===== src/source/id_remap_pkg.sv =====
// ********************************************************************
// Shared widths, types and table sizes of the AXI ID remapper.
// The table size must stay a power of two matching IDX_W, and
// MST_ID_W must be at least IDX_W. CNT_W must hold MAX_TXNS_PER_ID.
// ********************************************************************
package id_remap_pkg;

  // Upstream IDs are wide and sparse, downstream IDs are dense.
  localparam int unsigned SLV_ID_W = 8;
  localparam int unsigned MST_ID_W = 3;

  // Number of distinct upstream IDs that may be in flight per direction.
  localparam int unsigned MAX_UNIQ_IDS = 4;
  // Number of transactions that one upstream ID may have in flight.
  localparam int unsigned MAX_TXNS_PER_ID = 3;

  localparam int unsigned IDX_W = 2;
  localparam int unsigned CNT_W = 2;

  localparam int unsigned ADDR_W = 16;
  localparam int unsigned DATA_W = 16;

  typedef logic [SLV_ID_W-1:0] slv_id_t;
  typedef logic [MST_ID_W-1:0] mst_id_t;
  typedef logic [IDX_W-1:0] idx_t;
  typedef logic [CNT_W-1:0] cnt_t;
  // One bit per table entry.
  typedef logic [MAX_UNIQ_IDS-1:0] field_t;
  typedef logic [ADDR_W-1:0] addr_t;
  typedef logic [DATA_W-1:0] data_t;
  typedef logic [1:0] resp_t;

  // A request is either forwarded directly or held under back-pressure.
  typedef enum logic {IDLE = 1'b0, HOLD = 1'b1} remap_state_e;

endpackage


===== src/source/remap_table_if.sv =====
// ********************************************************************
// Link between one direction controller and its remap table.
// The lookup results are combinational from the table registers.
// Pop signals are not part of this bundle.
// ********************************************************************
`timescale 1ns/1ps

interface remap_table_if;
  import id_remap_pkg::*;

  // Request side, driven by the controller.
  logic push;
  slv_id_t push_inp_id;
  idx_t push_oup_id;
  slv_id_t lookup_id;

  // Lookup results, driven by the table.
  logic exists;
  idx_t exists_oup_id;
  logic exists_full;
  idx_t free_oup_id;
  logic full;

  modport ctrl (
    output push, push_inp_id, push_oup_id, lookup_id,
    input exists, exists_oup_id, exists_full, free_oup_id, full
  );

  modport tbl (
    input push, push_inp_id, push_oup_id, lookup_id,
    output exists, exists_oup_id, exists_full, free_oup_id, full
  );
endinterface


===== src/source/remap_entry.sv =====
// ********************************************************************
// One remap table entry: a held upstream ID and its in-flight count.
// The entry is free when the count is zero; the held ID is then stale.
// Push and pop in the same cycle leave the count unchanged.
// ********************************************************************
`timescale 1ns/1ps

module remap_entry (
  input logic clk_i,
  input logic rst_i,
  input logic push_i,
  input id_remap_pkg::slv_id_t push_id_i,
  input logic pop_i,
  input id_remap_pkg::slv_id_t lookup_id_i,
  output logic free_o,
  output logic match_o,
  output logic at_limit_o,
  output id_remap_pkg::slv_id_t inp_id_o
);
  import id_remap_pkg::*;

  cnt_t cnt_q;
  slv_id_t id_q;

  always_ff @(posedge clk_i) begin
    if (rst_i) begin
      cnt_q <= '0;
    end else begin
      case ({push_i, pop_i})
        2'b10: cnt_q <= cnt_q + cnt_t'(1);
        2'b01: cnt_q <= cnt_q - cnt_t'(1);
        default: cnt_q <= cnt_q;
      endcase
    end
  end

  // A push only reaches a free entry or one that already holds this ID.
  always_ff @(posedge clk_i) begin
    if (push_i) begin
      id_q <= push_id_i;
    end
  end

  assign free_o = (cnt_q == '0);
  // A stale ID in a free entry must never match.
  assign match_o = !free_o && (id_q == lookup_id_i);
  assign at_limit_o = (cnt_q == cnt_t'(MAX_TXNS_PER_ID));
  assign inp_id_o = id_q;

  // Responses from downstream only ever complete transactions in flight.
  a_no_pop_empty: assert property (@(posedge clk_i) disable iff (rst_i)
    pop_i |-> !free_o);
  // The controller checks the limit through the table lookup.
  a_no_push_full: assert property (@(posedge clk_i) disable iff (rst_i)
    push_i |-> !at_limit_o);

endmodule


===== src/source/remap_table.sv =====
// ********************************************************************
// Remap table for one direction, indexed by the downstream ID.
// Lookup and free search are combinational; push and pop act on the
// next clock edge. Response IDs must name an entry in flight.
// ********************************************************************
`timescale 1ns/1ps

module remap_table (
  input logic clk_i,
  input logic rst_i,
  remap_table_if.tbl tbl,
  input logic pop_i,
  input id_remap_pkg::idx_t pop_oup_id_i,
  output id_remap_pkg::slv_id_t pop_inp_id_o
);
  import id_remap_pkg::*;

  field_t free;
  field_t match;
  field_t at_limit;
  slv_id_t inp_ids [MAX_UNIQ_IDS];

  // Each entry gets its own push and pop strobe from the decoded index.
  for (genvar i = 0; i < MAX_UNIQ_IDS; i++) begin : gen_entry
    remap_entry i_entry (
      .clk_i (clk_i),
      .rst_i (rst_i),
      .push_i (tbl.push && (tbl.push_oup_id == idx_t'(i))),
      .push_id_i (tbl.push_inp_id),
      .pop_i (pop_i && (pop_oup_id_i == idx_t'(i))),
      .lookup_id_i (tbl.lookup_id),
      .free_o (free[i]),
      .match_o (match[i]),
      .at_limit_o (at_limit[i]),
      .inp_id_o (inp_ids[i])
    );
  end

  // Priority encoders; the lowest set bit wins, so the loop runs downwards.
  always_comb begin
    tbl.free_oup_id = '0;
    tbl.exists_oup_id = '0;
    for (int i = MAX_UNIQ_IDS - 1; i >= 0; i--) begin
      if (free[i]) begin
        tbl.free_oup_id = idx_t'(i);
      end
      if (match[i]) begin
        tbl.exists_oup_id = idx_t'(i);
      end
    end
  end

  assign tbl.full = ~|free;
  assign tbl.exists = |match;
  assign tbl.exists_full = at_limit[tbl.exists_oup_id];

  // The response names the entry, which gives back the original ID.
  assign pop_inp_id_o = inp_ids[pop_oup_id_i];

  // One upstream ID is only ever held in a single entry.
  a_unique_match: assert property (@(posedge clk_i) disable iff (rst_i)
    $onehot0(match));

endmodule


===== src/source/remap_direction.sv =====
// ********************************************************************
// Request controller for one address channel (AW or AR).
// Admissible requests pass in the same cycle with a remapped ID.
// The table is pushed once per request, on its first admissible cycle;
// under back-pressure the chosen ID is held until downstream accepts.
// ********************************************************************
`timescale 1ns/1ps

module remap_direction (
  input logic clk_i,
  input logic rst_i,
  input logic s_valid_i,
  output logic s_ready_o,
  input id_remap_pkg::slv_id_t s_id_i,
  output logic m_valid_o,
  input logic m_ready_i,
  output id_remap_pkg::mst_id_t m_id_o,
  remap_table_if.ctrl tbl
);
  import id_remap_pkg::*;

  remap_state_e state_q;
  remap_state_e state_d;
  idx_t hold_id_q;
  idx_t hold_id_d;
  idx_t chosen_id;
  idx_t oup_id;
  logic admissible;

  // The incoming ID is always looked up and is the one that gets pushed.
  assign tbl.lookup_id = s_id_i;
  assign tbl.push_inp_id = s_id_i;

  // An ID in flight keeps its output ID so that its ordering is preserved.
  assign chosen_id = tbl.exists ? tbl.exists_oup_id : tbl.free_oup_id;
  assign tbl.push_oup_id = chosen_id;

  // Either the ID is known and below its limit, or a new entry is free.
  assign admissible = (tbl.exists && !tbl.exists_full) || (!tbl.exists && !tbl.full);

  always_comb begin
    state_d = state_q;
    hold_id_d = hold_id_q;
    m_valid_o = 1'b0;
    s_ready_o = 1'b0;
    tbl.push = 1'b0;
    oup_id = chosen_id;
    case (state_q)
      IDLE: begin
        if (s_valid_i && admissible) begin
          m_valid_o = 1'b1;
          s_ready_o = m_ready_i;
          tbl.push = 1'b1;
          // Remember the ID, since the table view changes after the push.
          if (!m_ready_i) begin
            hold_id_d = chosen_id;
            state_d = HOLD;
          end
        end
      end
      HOLD: begin
        // The entry is already counted, so only the handshake is pending.
        m_valid_o = 1'b1;
        s_ready_o = m_ready_i;
        oup_id = hold_id_q;
        if (m_ready_i) begin
          state_d = IDLE;
        end
      end
      default: begin
        state_d = IDLE;
      end
    endcase
  end

  // The table index sits in the low bits of the wider downstream ID.
  assign m_id_o = {{(MST_ID_W - IDX_W){1'b0}}, oup_id};

  always_ff @(posedge clk_i) begin
    if (rst_i) begin
      state_q <= IDLE;
    end else begin
      state_q <= state_d;
    end
  end

  always_ff @(posedge clk_i) begin
    hold_id_q <= hold_id_d;
  end

  // A stalled downstream request keeps its valid and its ID.
  a_hold_stable: assert property (@(posedge clk_i) disable iff (rst_i)
    m_valid_o && !m_ready_i |=> m_valid_o && $stable(m_id_o));
  // A held request is already counted in the table under its own output ID.
  a_hold_counted: assert property (@(posedge clk_i) disable iff (rst_i)
    state_q == HOLD |-> tbl.exists && (tbl.exists_oup_id == hold_id_q));

endmodule


===== src/source/id_remap_top.sv =====
// ********************************************************************
// AXI ID remapper for the AW/B and AR/R channels, without W and ATOPs.
// Up to four upstream IDs per direction, three transactions each.
// Downstream must return IDs it was given; upper ID bits must be zero.
// Responses pass through combinationally with the upstream ID restored.
// ********************************************************************
`timescale 1ns/1ps

module id_remap_top (
  input logic clk_i,
  input logic rst_i,
  input logic s_aw_valid_i,
  output logic s_aw_ready_o,
  input id_remap_pkg::slv_id_t s_aw_id_i,
  input id_remap_pkg::addr_t s_aw_addr_i,
  output logic m_aw_valid_o,
  input logic m_aw_ready_i,
  output id_remap_pkg::mst_id_t m_aw_id_o,
  output id_remap_pkg::addr_t m_aw_addr_o,
  input logic m_b_valid_i,
  output logic m_b_ready_o,
  input id_remap_pkg::mst_id_t m_b_id_i,
  input id_remap_pkg::resp_t m_b_resp_i,
  output logic s_b_valid_o,
  input logic s_b_ready_i,
  output id_remap_pkg::slv_id_t s_b_id_o,
  output id_remap_pkg::resp_t s_b_resp_o,
  input logic s_ar_valid_i,
  output logic s_ar_ready_o,
  input id_remap_pkg::slv_id_t s_ar_id_i,
  input id_remap_pkg::addr_t s_ar_addr_i,
  output logic m_ar_valid_o,
  input logic m_ar_ready_i,
  output id_remap_pkg::mst_id_t m_ar_id_o,
  output id_remap_pkg::addr_t m_ar_addr_o,
  input logic m_r_valid_i,
  output logic m_r_ready_o,
  input id_remap_pkg::mst_id_t m_r_id_i,
  input id_remap_pkg::data_t m_r_data_i,
  input id_remap_pkg::resp_t m_r_resp_i,
  input logic m_r_last_i,
  output logic s_r_valid_o,
  input logic s_r_ready_i,
  output id_remap_pkg::slv_id_t s_r_id_o,
  output id_remap_pkg::data_t s_r_data_o,
  output id_remap_pkg::resp_t s_r_resp_o,
  output logic s_r_last_o
);
  import id_remap_pkg::*;

  logic wr_pop;
  logic rd_pop;

  remap_table_if wr_if ();
  remap_table_if rd_if ();

  // Address payloads are not touched by the remapping.
  assign m_aw_addr_o = s_aw_addr_i;
  assign m_ar_addr_o = s_ar_addr_i;

  // Response channels are plain wires except for the ID.
  assign s_b_valid_o = m_b_valid_i;
  assign m_b_ready_o = s_b_ready_i;
  assign s_b_resp_o = m_b_resp_i;
  assign s_r_valid_o = m_r_valid_i;
  assign m_r_ready_o = s_r_ready_i;
  assign s_r_data_o = m_r_data_i;
  assign s_r_resp_o = m_r_resp_i;
  assign s_r_last_o = m_r_last_i;

  // A write completes with its B beat, a read only with its last R beat.
  assign wr_pop = m_b_valid_i && s_b_ready_i;
  assign rd_pop = m_r_valid_i && s_r_ready_i && m_r_last_i;

  remap_direction i_aw_dir (
    .clk_i (clk_i),
    .rst_i (rst_i),
    .s_valid_i (s_aw_valid_i),
    .s_ready_o (s_aw_ready_o),
    .s_id_i (s_aw_id_i),
    .m_valid_o (m_aw_valid_o),
    .m_ready_i (m_aw_ready_i),
    .m_id_o (m_aw_id_o),
    .tbl (wr_if)
  );

  remap_table i_wr_table (
    .clk_i (clk_i),
    .rst_i (rst_i),
    .tbl (wr_if),
    .pop_i (wr_pop),
    .pop_oup_id_i (m_b_id_i[IDX_W-1:0]),
    .pop_inp_id_o (s_b_id_o)
  );

  remap_direction i_ar_dir (
    .clk_i (clk_i),
    .rst_i (rst_i),
    .s_valid_i (s_ar_valid_i),
    .s_ready_o (s_ar_ready_o),
    .s_id_i (s_ar_id_i),
    .m_valid_o (m_ar_valid_o),
    .m_ready_i (m_ar_ready_i),
    .m_id_o (m_ar_id_o),
    .tbl (rd_if)
  );

  remap_table i_rd_table (
    .clk_i (clk_i),
    .rst_i (rst_i),
    .tbl (rd_if),
    .pop_i (rd_pop),
    .pop_oup_id_i (m_r_id_i[IDX_W-1:0]),
    .pop_inp_id_o (s_r_id_o)
  );

  // Downstream only ever sees zero-extended IDs, so it must return them so.
  a_b_id_range: assert property (@(posedge clk_i) disable iff (rst_i)
    m_b_valid_i |-> (m_b_id_i[MST_ID_W-1:IDX_W] == '0));
  a_r_id_range: assert property (@(posedge clk_i) disable iff (rst_i)
    m_r_valid_i |-> (m_r_id_i[MST_ID_W-1:IDX_W] == '0));

endmodule


===== config.mk =====
export PLATFORM = sky130hd
export DESIGN_NAME = id_remap_top
export DESIGN_NICKNAME = d
export VERILOG_FILES = /design/src/source/id_remap_pkg.sv /design/src/source/remap_table_if.sv /design/src/source/remap_entry.sv /design/src/source/remap_table.sv /design/src/source/remap_direction.sv /design/src/source/id_remap_top.sv
export SDC_FILE = /design/constraint.sdc
export NUM_CORES = 1
export LEC_CHECK = 0
export CELL_PAD_IN_SITES_DETAIL_PLACEMENT = 1
export CELL_PAD_IN_SITES_GLOBAL_PLACEMENT = 1
export CORE_UTILIZATION = 30
export DETAILED_ROUTE_END_ITERATION = 8
export DONT_BUFFER_PORTS = 1
export PLACE_DENSITY_LB_ADDON = 0.1
export SLEW_MARGIN = 5
export SYNTH_ARGS = -nofsm -noshare
export SYNTH_HDL_FRONTEND = slang
export SYNTH_SLANG_ARGS = --single-unit

===== constraint.sdc =====
create_clock -name clk_i -period 4.35 [get_ports clk_i]
set_clock_uncertainty 0.15 [all_clocks]
set_input_delay 0.87 -clock clk_i [delete_from_list [all_inputs] [get_ports clk_i]]
set_output_delay 0.87 -clock clk_i [all_outputs]
set_load 0.02 [all_outputs]

After elaboration in Yosys (flattened, before gate mapping)
Cells that the tools add are included.
Widths: inputs -> output; s select.
{"block": "totals", "ff_bits": 86, "in_bits": 85, "output_inout_bits": 83, "elab_cells": 217}
{"block": "op_classes", "bitwise_logic": 6, "addsub": 16, "n_reduce_logical": 73, "order_cmp": 4, "eq_ne": 44, "n_mux": 54}
{"op": "$eq 8x8->1", "n": 8}
{"op": "$eq 2x2->1 const B", "n": 24}
{"op": "$mux 2", "n": 20}
{"op": "$logic_and 1x1->1", "n": 33}
{"op": "$bmux 8 s2", "n": 2}
{"op": "$mux 8", "n": 4}
{"op": "$pmux 2 s2", "n": 8}
{"op": "$eq 2x1->1 const B", "n": 12}
{"op": "$logic_not 2->1", "n": 12}
{"op": "$add 2x1->2 const B", "n": 8}
{"op": "$reduce_bool 2->1", "n": 8}
{"op": "$reduce_or 4->1", "n": 4}
{"op": "$sub 2x1->2 const B", "n": 8}
{"op": "$logic_not 1->1", "n": 12}
{"op": "$mux 1", "n": 12}
{"op": "$pmux 1 s2", "n": 6}
{"op": "$ge 3x3->1 const B", "n": 2}
{"op": "$lt 2x3->1 const B", "n": 2}
{"op": "$not 2->3", "n": 2}
{"op": "$reduce_and 3->1", "n": 2}
{"op": "$bmux 1 s2", "n": 2}
{"op": "$not 1->1", "n": 4}
{"op": "$logic_or 1x1->1", "n": 2}

Logic depth before layout (Yosys ltp)
{"block": "logic_depth", "ltp_word": 18, "mapped_depth": 12}

Hierarchy
Synthesis repeated with hierarchy kept, for this count alone.
{"block": "hier_totals", "cells_unflattened": 445, "area_unflattened_um2": 5280.1}
{"module": "remap_entry", "seq_area_each_um2": 280.3, "cells_each": 31, "instances": 8, "area_per_inst_um2": 432.9}
{"module": "remap_table", "seq_area_each_um2": 0.0, "cells_each": 34, "instances": 2, "area_per_inst_um2": 349.1}
{"module": "remap_direction", "seq_area_each_um2": 80.1, "cells_each": 35, "instances": 2, "area_per_inst_um2": 339.1}
{"module": "id_remap_top", "seq_area_each_um2": 0.0, "cells_each": 59, "instances": 1, "area_per_inst_um2": 440.4}

Worst setup path after synthesis
OpenSTA, ideal clock, no wires.
{"block": "synth_timing", "path_type": "in2out", "start": "input s_ar_id_i[3]", "end": "output s_ar_ready_o", "n_path_buf": 0, "stages": 7, "required_ns": 3.330, "path_slack_ns": 0.659, "t_arrival_ns": 2.671, "path_cell_list": "xnor2_1 > nand3_1 > nor4_1 > a21oi_1 > a311o_1 > and4b_1 > nor3b_1"}
{"block": "synth_between", "elab_chain_cells": 14, "elab_cells_between_ends": 23, "classes_between": "eq/ne: 4; mux: 8; reduce/logical: 11"}
{"item": "start: declaration", "line_no": "id_remap_top.sv:30", "source": "input id_remap_pkg::slv_id_t s_ar_id_i,"}
{"item": "$eq 8x8->1", "line_no": "remap_entry.sv:46", "source": "assign match_o = !free_o && (id_q == lookup_id_i);"}
{"item": "$logic_and 1x1->1", "line_no": "remap_entry.sv:46"}
{"item": "$mux 2 (4 in series)", "line_no": "remap_table.sv:47", "source": "if (match[i]) begin"}
{"item": "$bmux 1 s2", "line_no": "remap_table.sv:55", "source": "assign tbl.exists_full = at_limit[tbl.exists_oup_id];"}
{"item": "$mux 1 (implied by the code)", "line_no": "remap_table.sv:55"}
{"item": "$logic_not 1->1", "line_no": "remap_direction.sv:39", "source": "assign admissible = (tbl.exists && !tbl.exists_full) || (!tbl.exists && !tbl.full);"}
{"item": "$logic_and 1x1->1", "line_no": "remap_direction.sv:39"}
{"item": "$logic_or 1x1->1 *", "line_no": "remap_direction.sv:39"}
{"item": "$logic_and 1x1->1 *", "line_no": "remap_direction.sv:50", "source": "if (s_valid_i && admissible) begin"}
{"item": "$mux 1 *", "line_no": "remap_direction.sv:50"}
{"item": "$pmux 1 s2 *", "line_no": "remap_direction.sv:48", "source": "case (state_q)"}
{"item": "end: declaration", "line_no": "id_remap_top.sv:29", "source": "output logic s_ar_ready_o,"}
Mark *: on every way between the ends. The rest lies on a longest branch, timed or not. The select of a mux whose other input is x is not followed.

Worst setup path in the final report
{"block": "layout_timing", "start": "input s_aw_id_i[5]", "end": "output s_aw_ready_o"}
{"block": "layout_between", "elab_chain_cells": 14, "elab_cells_between_ends": 23, "classes_between": "eq/ne: 4; mux: 8; reduce/logical: 11"}
{"item": "start: declaration", "line_no": "id_remap_top.sv:14", "source": "input id_remap_pkg::slv_id_t s_aw_id_i,"}
{"item": "$eq 8x8->1", "line_no": "remap_entry.sv:46"}
{"item": "$logic_and 1x1->1", "line_no": "remap_entry.sv:46"}
{"item": "$mux 2 (4 in series)", "line_no": "remap_table.sv:47"}
{"item": "$bmux 1 s2", "line_no": "remap_table.sv:55"}
{"item": "$mux 1 (implied by the code)", "line_no": "remap_table.sv:55"}
{"item": "$logic_not 1->1", "line_no": "remap_direction.sv:39"}
{"item": "$logic_and 1x1->1", "line_no": "remap_direction.sv:39"}
{"item": "$logic_or 1x1->1 *", "line_no": "remap_direction.sv:39"}
{"item": "$logic_and 1x1->1 *", "line_no": "remap_direction.sv:50"}
{"item": "$mux 1 *", "line_no": "remap_direction.sv:50"}
{"item": "$pmux 1 s2 *", "line_no": "remap_direction.sv:48"}
{"item": "end: declaration", "line_no": "id_remap_top.sv:13", "source": "output logic s_aw_ready_o,"}
Marked as above.

==> flow_summary.ini <==
[floorplan]
core_um2 = 16000
die_area_um2 = 17000
num_rows = 46
die_y_um = 130.4
die_w_um = 130.4
io_pins = 168
start_util = 0.3091

[logic_synthesis]
muxShareOfSynthArea = 0.07286
ys_ff_latch = 86
synth-simple-area-share = 0.1255
yosysUniqueCellTypes = 39
avgSynthCellArea_um2 = 11.67
synth-adder-area-share = 0.02024
synth_edf_count = 68
synth_warnings = 0
synth_ff_type = edfxtp_1
synth-xor-area-share = 0.1452
synth_top_family_by_area = XOR/XNOR gates
synth-compound-area-share = 0.04958
synth_area_um2 = 4946
synth_cells = 424
ys_async_sr_fraction = 0
ys_seq_area_frac = 0.4857

[placed_design]
dp.final_hpwl_um = 8298
place_ws_ns = 0.3592
portBuffers = 0
gp_congestion = 0.7732

[power_and_ir_drop]
ir_worst_vdd_mv = 0.1834
seqPwrFrac = 0.462
switchingPower_uw = 672.2
power.internal_mw = 1.649
clockPowerShare = 0.331
swShare = 0.2896
p_leak_nw = 1.676
power_frac_comb = 0.207
powerDensity_nw_per_um2 = 450.1

[clock_tree]
cts_hold_buf = 0
cts_tree = done
max-clock-path-buffers = 2
numCtsBuffers = 9
cts_setup_buffers = 0
path_clk_slew_ns = 0.06
cts_resized = 0
clkLatencyLatePin_ns = 0.35
root_buffer = clkbuf_16
cts_max_level = 3
cts_num_sinks = 86

[drt]
wl_per_cell_um = 18.17
first_pass_iters = 4
drtAntennaViolNets = 0
vias = 2943
drc = 0
drt_wl_total_um = 11010
viasPerCell = 4.856
drt-initial-drc-count = 92

[grt]
grt_pass1_wl_um = 17460
grt_max_degree = 19
grt_use_total = 0.1406
grt_pass1_vias = 3176
overflow = 0
antenna_found_initial = 0

[outcome]
outcome = completed

[setup_path]
cp-end-kind = primary output
worstPathMaxFanout = 8
r2r_setup_slack_ns = 0.84
cp_cell_sequence = xnor2_1 -> nand3_1 -> or4_4 -> and2_4 -> a211oi_2 -> a31o_2 -> and2_1
crit_type = in2out
cp.required_ns = 3.33
crit_slowest_cell = or4_4
crit_path_max_incr_delay_ns = 0.54
startpoint_type = primary input
critical_path_arrival_ns = 2.83

[final_layout]
num_antenna_cells = 0
final_cell_mix = edfxtp_1 (68), xor2_1 (42), xnor2_1 (40)
drive_gt1_frac = 0.1359
areaGrowthSynthToFinish_pct = 4.275
layout.cells.most_common = edfxtp_1
fillers = 1781
nets = 478

[sta]
drv_slew = 0
relSlewSlack = 0.6696
hold_viol_final = 0
timing.fmax_mhz = 259.8
fin_crit_ns = 3.848
setup_slack_ns = 0.5016
tns_ns = 0
rsz0062_at_grt = false
final.period_utilization = 0.8847
worst-slew-pin-transition_ns = 0.4911
setup_viol_count_final = 0

[worst_hold_path]
hp-class = reg2reg

[job]
drv_cap = 0
[layer usage]
layer | vias up | global-route usage | part of all wire
met5 | - | 0 | 0
met4 | 0 | 0.05882 | 0.017
met3 | 17 | 0.04112 | 0.048
met2 | 82 | 0.2441 | 0.50
met1 | 1454 | 0.1620 | 0.43
li1 | 1390 | - | -
[sequential cells by signal, summed over array words and instances, names as in the netlist]
| signal | cells |
|---|---|
| i_wr_table.gen_entry.i_entry.inp_id_o | 32 |
| i_wr_table.gen_entry.i_entry.cnt_q | 8 |
| i_aw_dir.state_q | 1 |
| i_ar_dir.state_q | 1 |
| i_aw_dir.hold_id_q | 2 |
| i_ar_dir.hold_id_q | 2 |
| i_rd_table.gen_entry.i_entry.cnt_q | 8 |
| i_rd_table.gen_entry.i_entry.inp_id_o | 32 |
[path summary, 6_finish.rpt]
path | cells after the start | start | endpoint
max | 7 | s_aw_id_i[5] | s_aw_ready_o
min | 2 | i_wr_table.gen_entry[2].i_entry.cnt_q[1] | i_wr_table.gen_entry[2].i_entry.cnt_q[1]
max reg2reg | 10 | i_wr_table.gen_entry[0].i_entry.inp_id_o[5] | i_wr_table.gen_entry[2].i_entry.cnt_q[1]
min reg2reg | 2 | i_wr_table.gen_entry[2].i_entry.cnt_q[1] | i_wr_table.gen_entry[2].i_entry.cnt_q[1]
[Yosys cell counts, types with 2 or more instances]
library cell / number / area share
nand4_1: 6 / 0.0076
xnor2_1: 40 / 0.071
dfxtp_1: 18 / 0.073
mux4_2: 16 / 0.073
buf_1: 5 / 0.0038
edfxtp_1: 68 / 0.41
and4b_1: 2 / 0.0040
clkbuf_1: 3 / 0.0023
o22ai_1: 2 / 0.0025
xor2_1: 42 / 0.074
a21o_1: 2 / 0.0030
nor4_1: 9 / 0.011
inv_1: 6 / 0.0046
or3_1: 12 / 0.015
a31o_2: 2 / 0.0035
nor2_1: 27 / 0.020
buf_4: 59 / 0.090
nor3b_1: 7 / 0.011
nor3_1: 13 / 0.013
or4_4: 2 / 0.0046
and3_1: 2 / 0.0025
nand3_1: 8 / 0.0081
ha_1: 8 / 0.020
a21oi_1: 11 / 0.011
nand2_1: 21 / 0.016
o21ai_0: 20 / 0.020
[area by class of cell]
| class | count | area (um2) | share of cell area |
|---|---|---|---|
| Clock buffer | 10 | 229.0 | 0.04440 |
| Clock inverter | 6 | 61.31 | 0.01189 |
| Inverter | 6 | 22.52 | 0.004367 |
| Sequential cell | 86 | 2402 | 0.4658 |
| Tap cell | 216 | 270.3 | 0.05240 |
| Timing Repair Buffer | 16 | 120.1 | 0.02329 |
| Multi-Input combinational cell | 266 | 2052 | 0.3979 |
[critical path, delay by kind of cell]
family / cells / cell delay, ns
XOR/XNOR: 1 / 0.19
AO/OA/AOI/OAI: 2 / 0.62
AND/OR/NAND/NOR: 4 / 1.15
[per-stage QoR]
step	area, um2	power, mW	instances	hold slack (ns)	util
floorplan	4950	1.504	425	0.3166	-
global placement	4867	1.580	590	0.3270	0.3042
detailed placement	4867	1.586	590	0.3408	0.3042
CTS	5157	2.370	606	0.3497	0.3223
global route	5157	2.446	606	0.3938	0.3223
finish	5157	2.321	606	0.3462	0.3223
[power groups by stage]
stage	logic (mW)	clock network, mW	registers (mW)
after global placement	0.492	0	1.09
after global routing	0.542	0.820	1.08
after detailed placement	0.493	0	1.09
final	0.481	0.768	1.07
after floorplan	0.436	0	1.07
after CTS	0.497	0.799	1.07
[logic make-up after synthesis]
kind of cell / after synthesis
mux: 16
buf+inv: 73
other cells: 1
xor+xnor: 82
simple gates: 116
fa+ha+maj: 8
flops: 86
compound gates: 42
(Power assumes the default switching activity.)
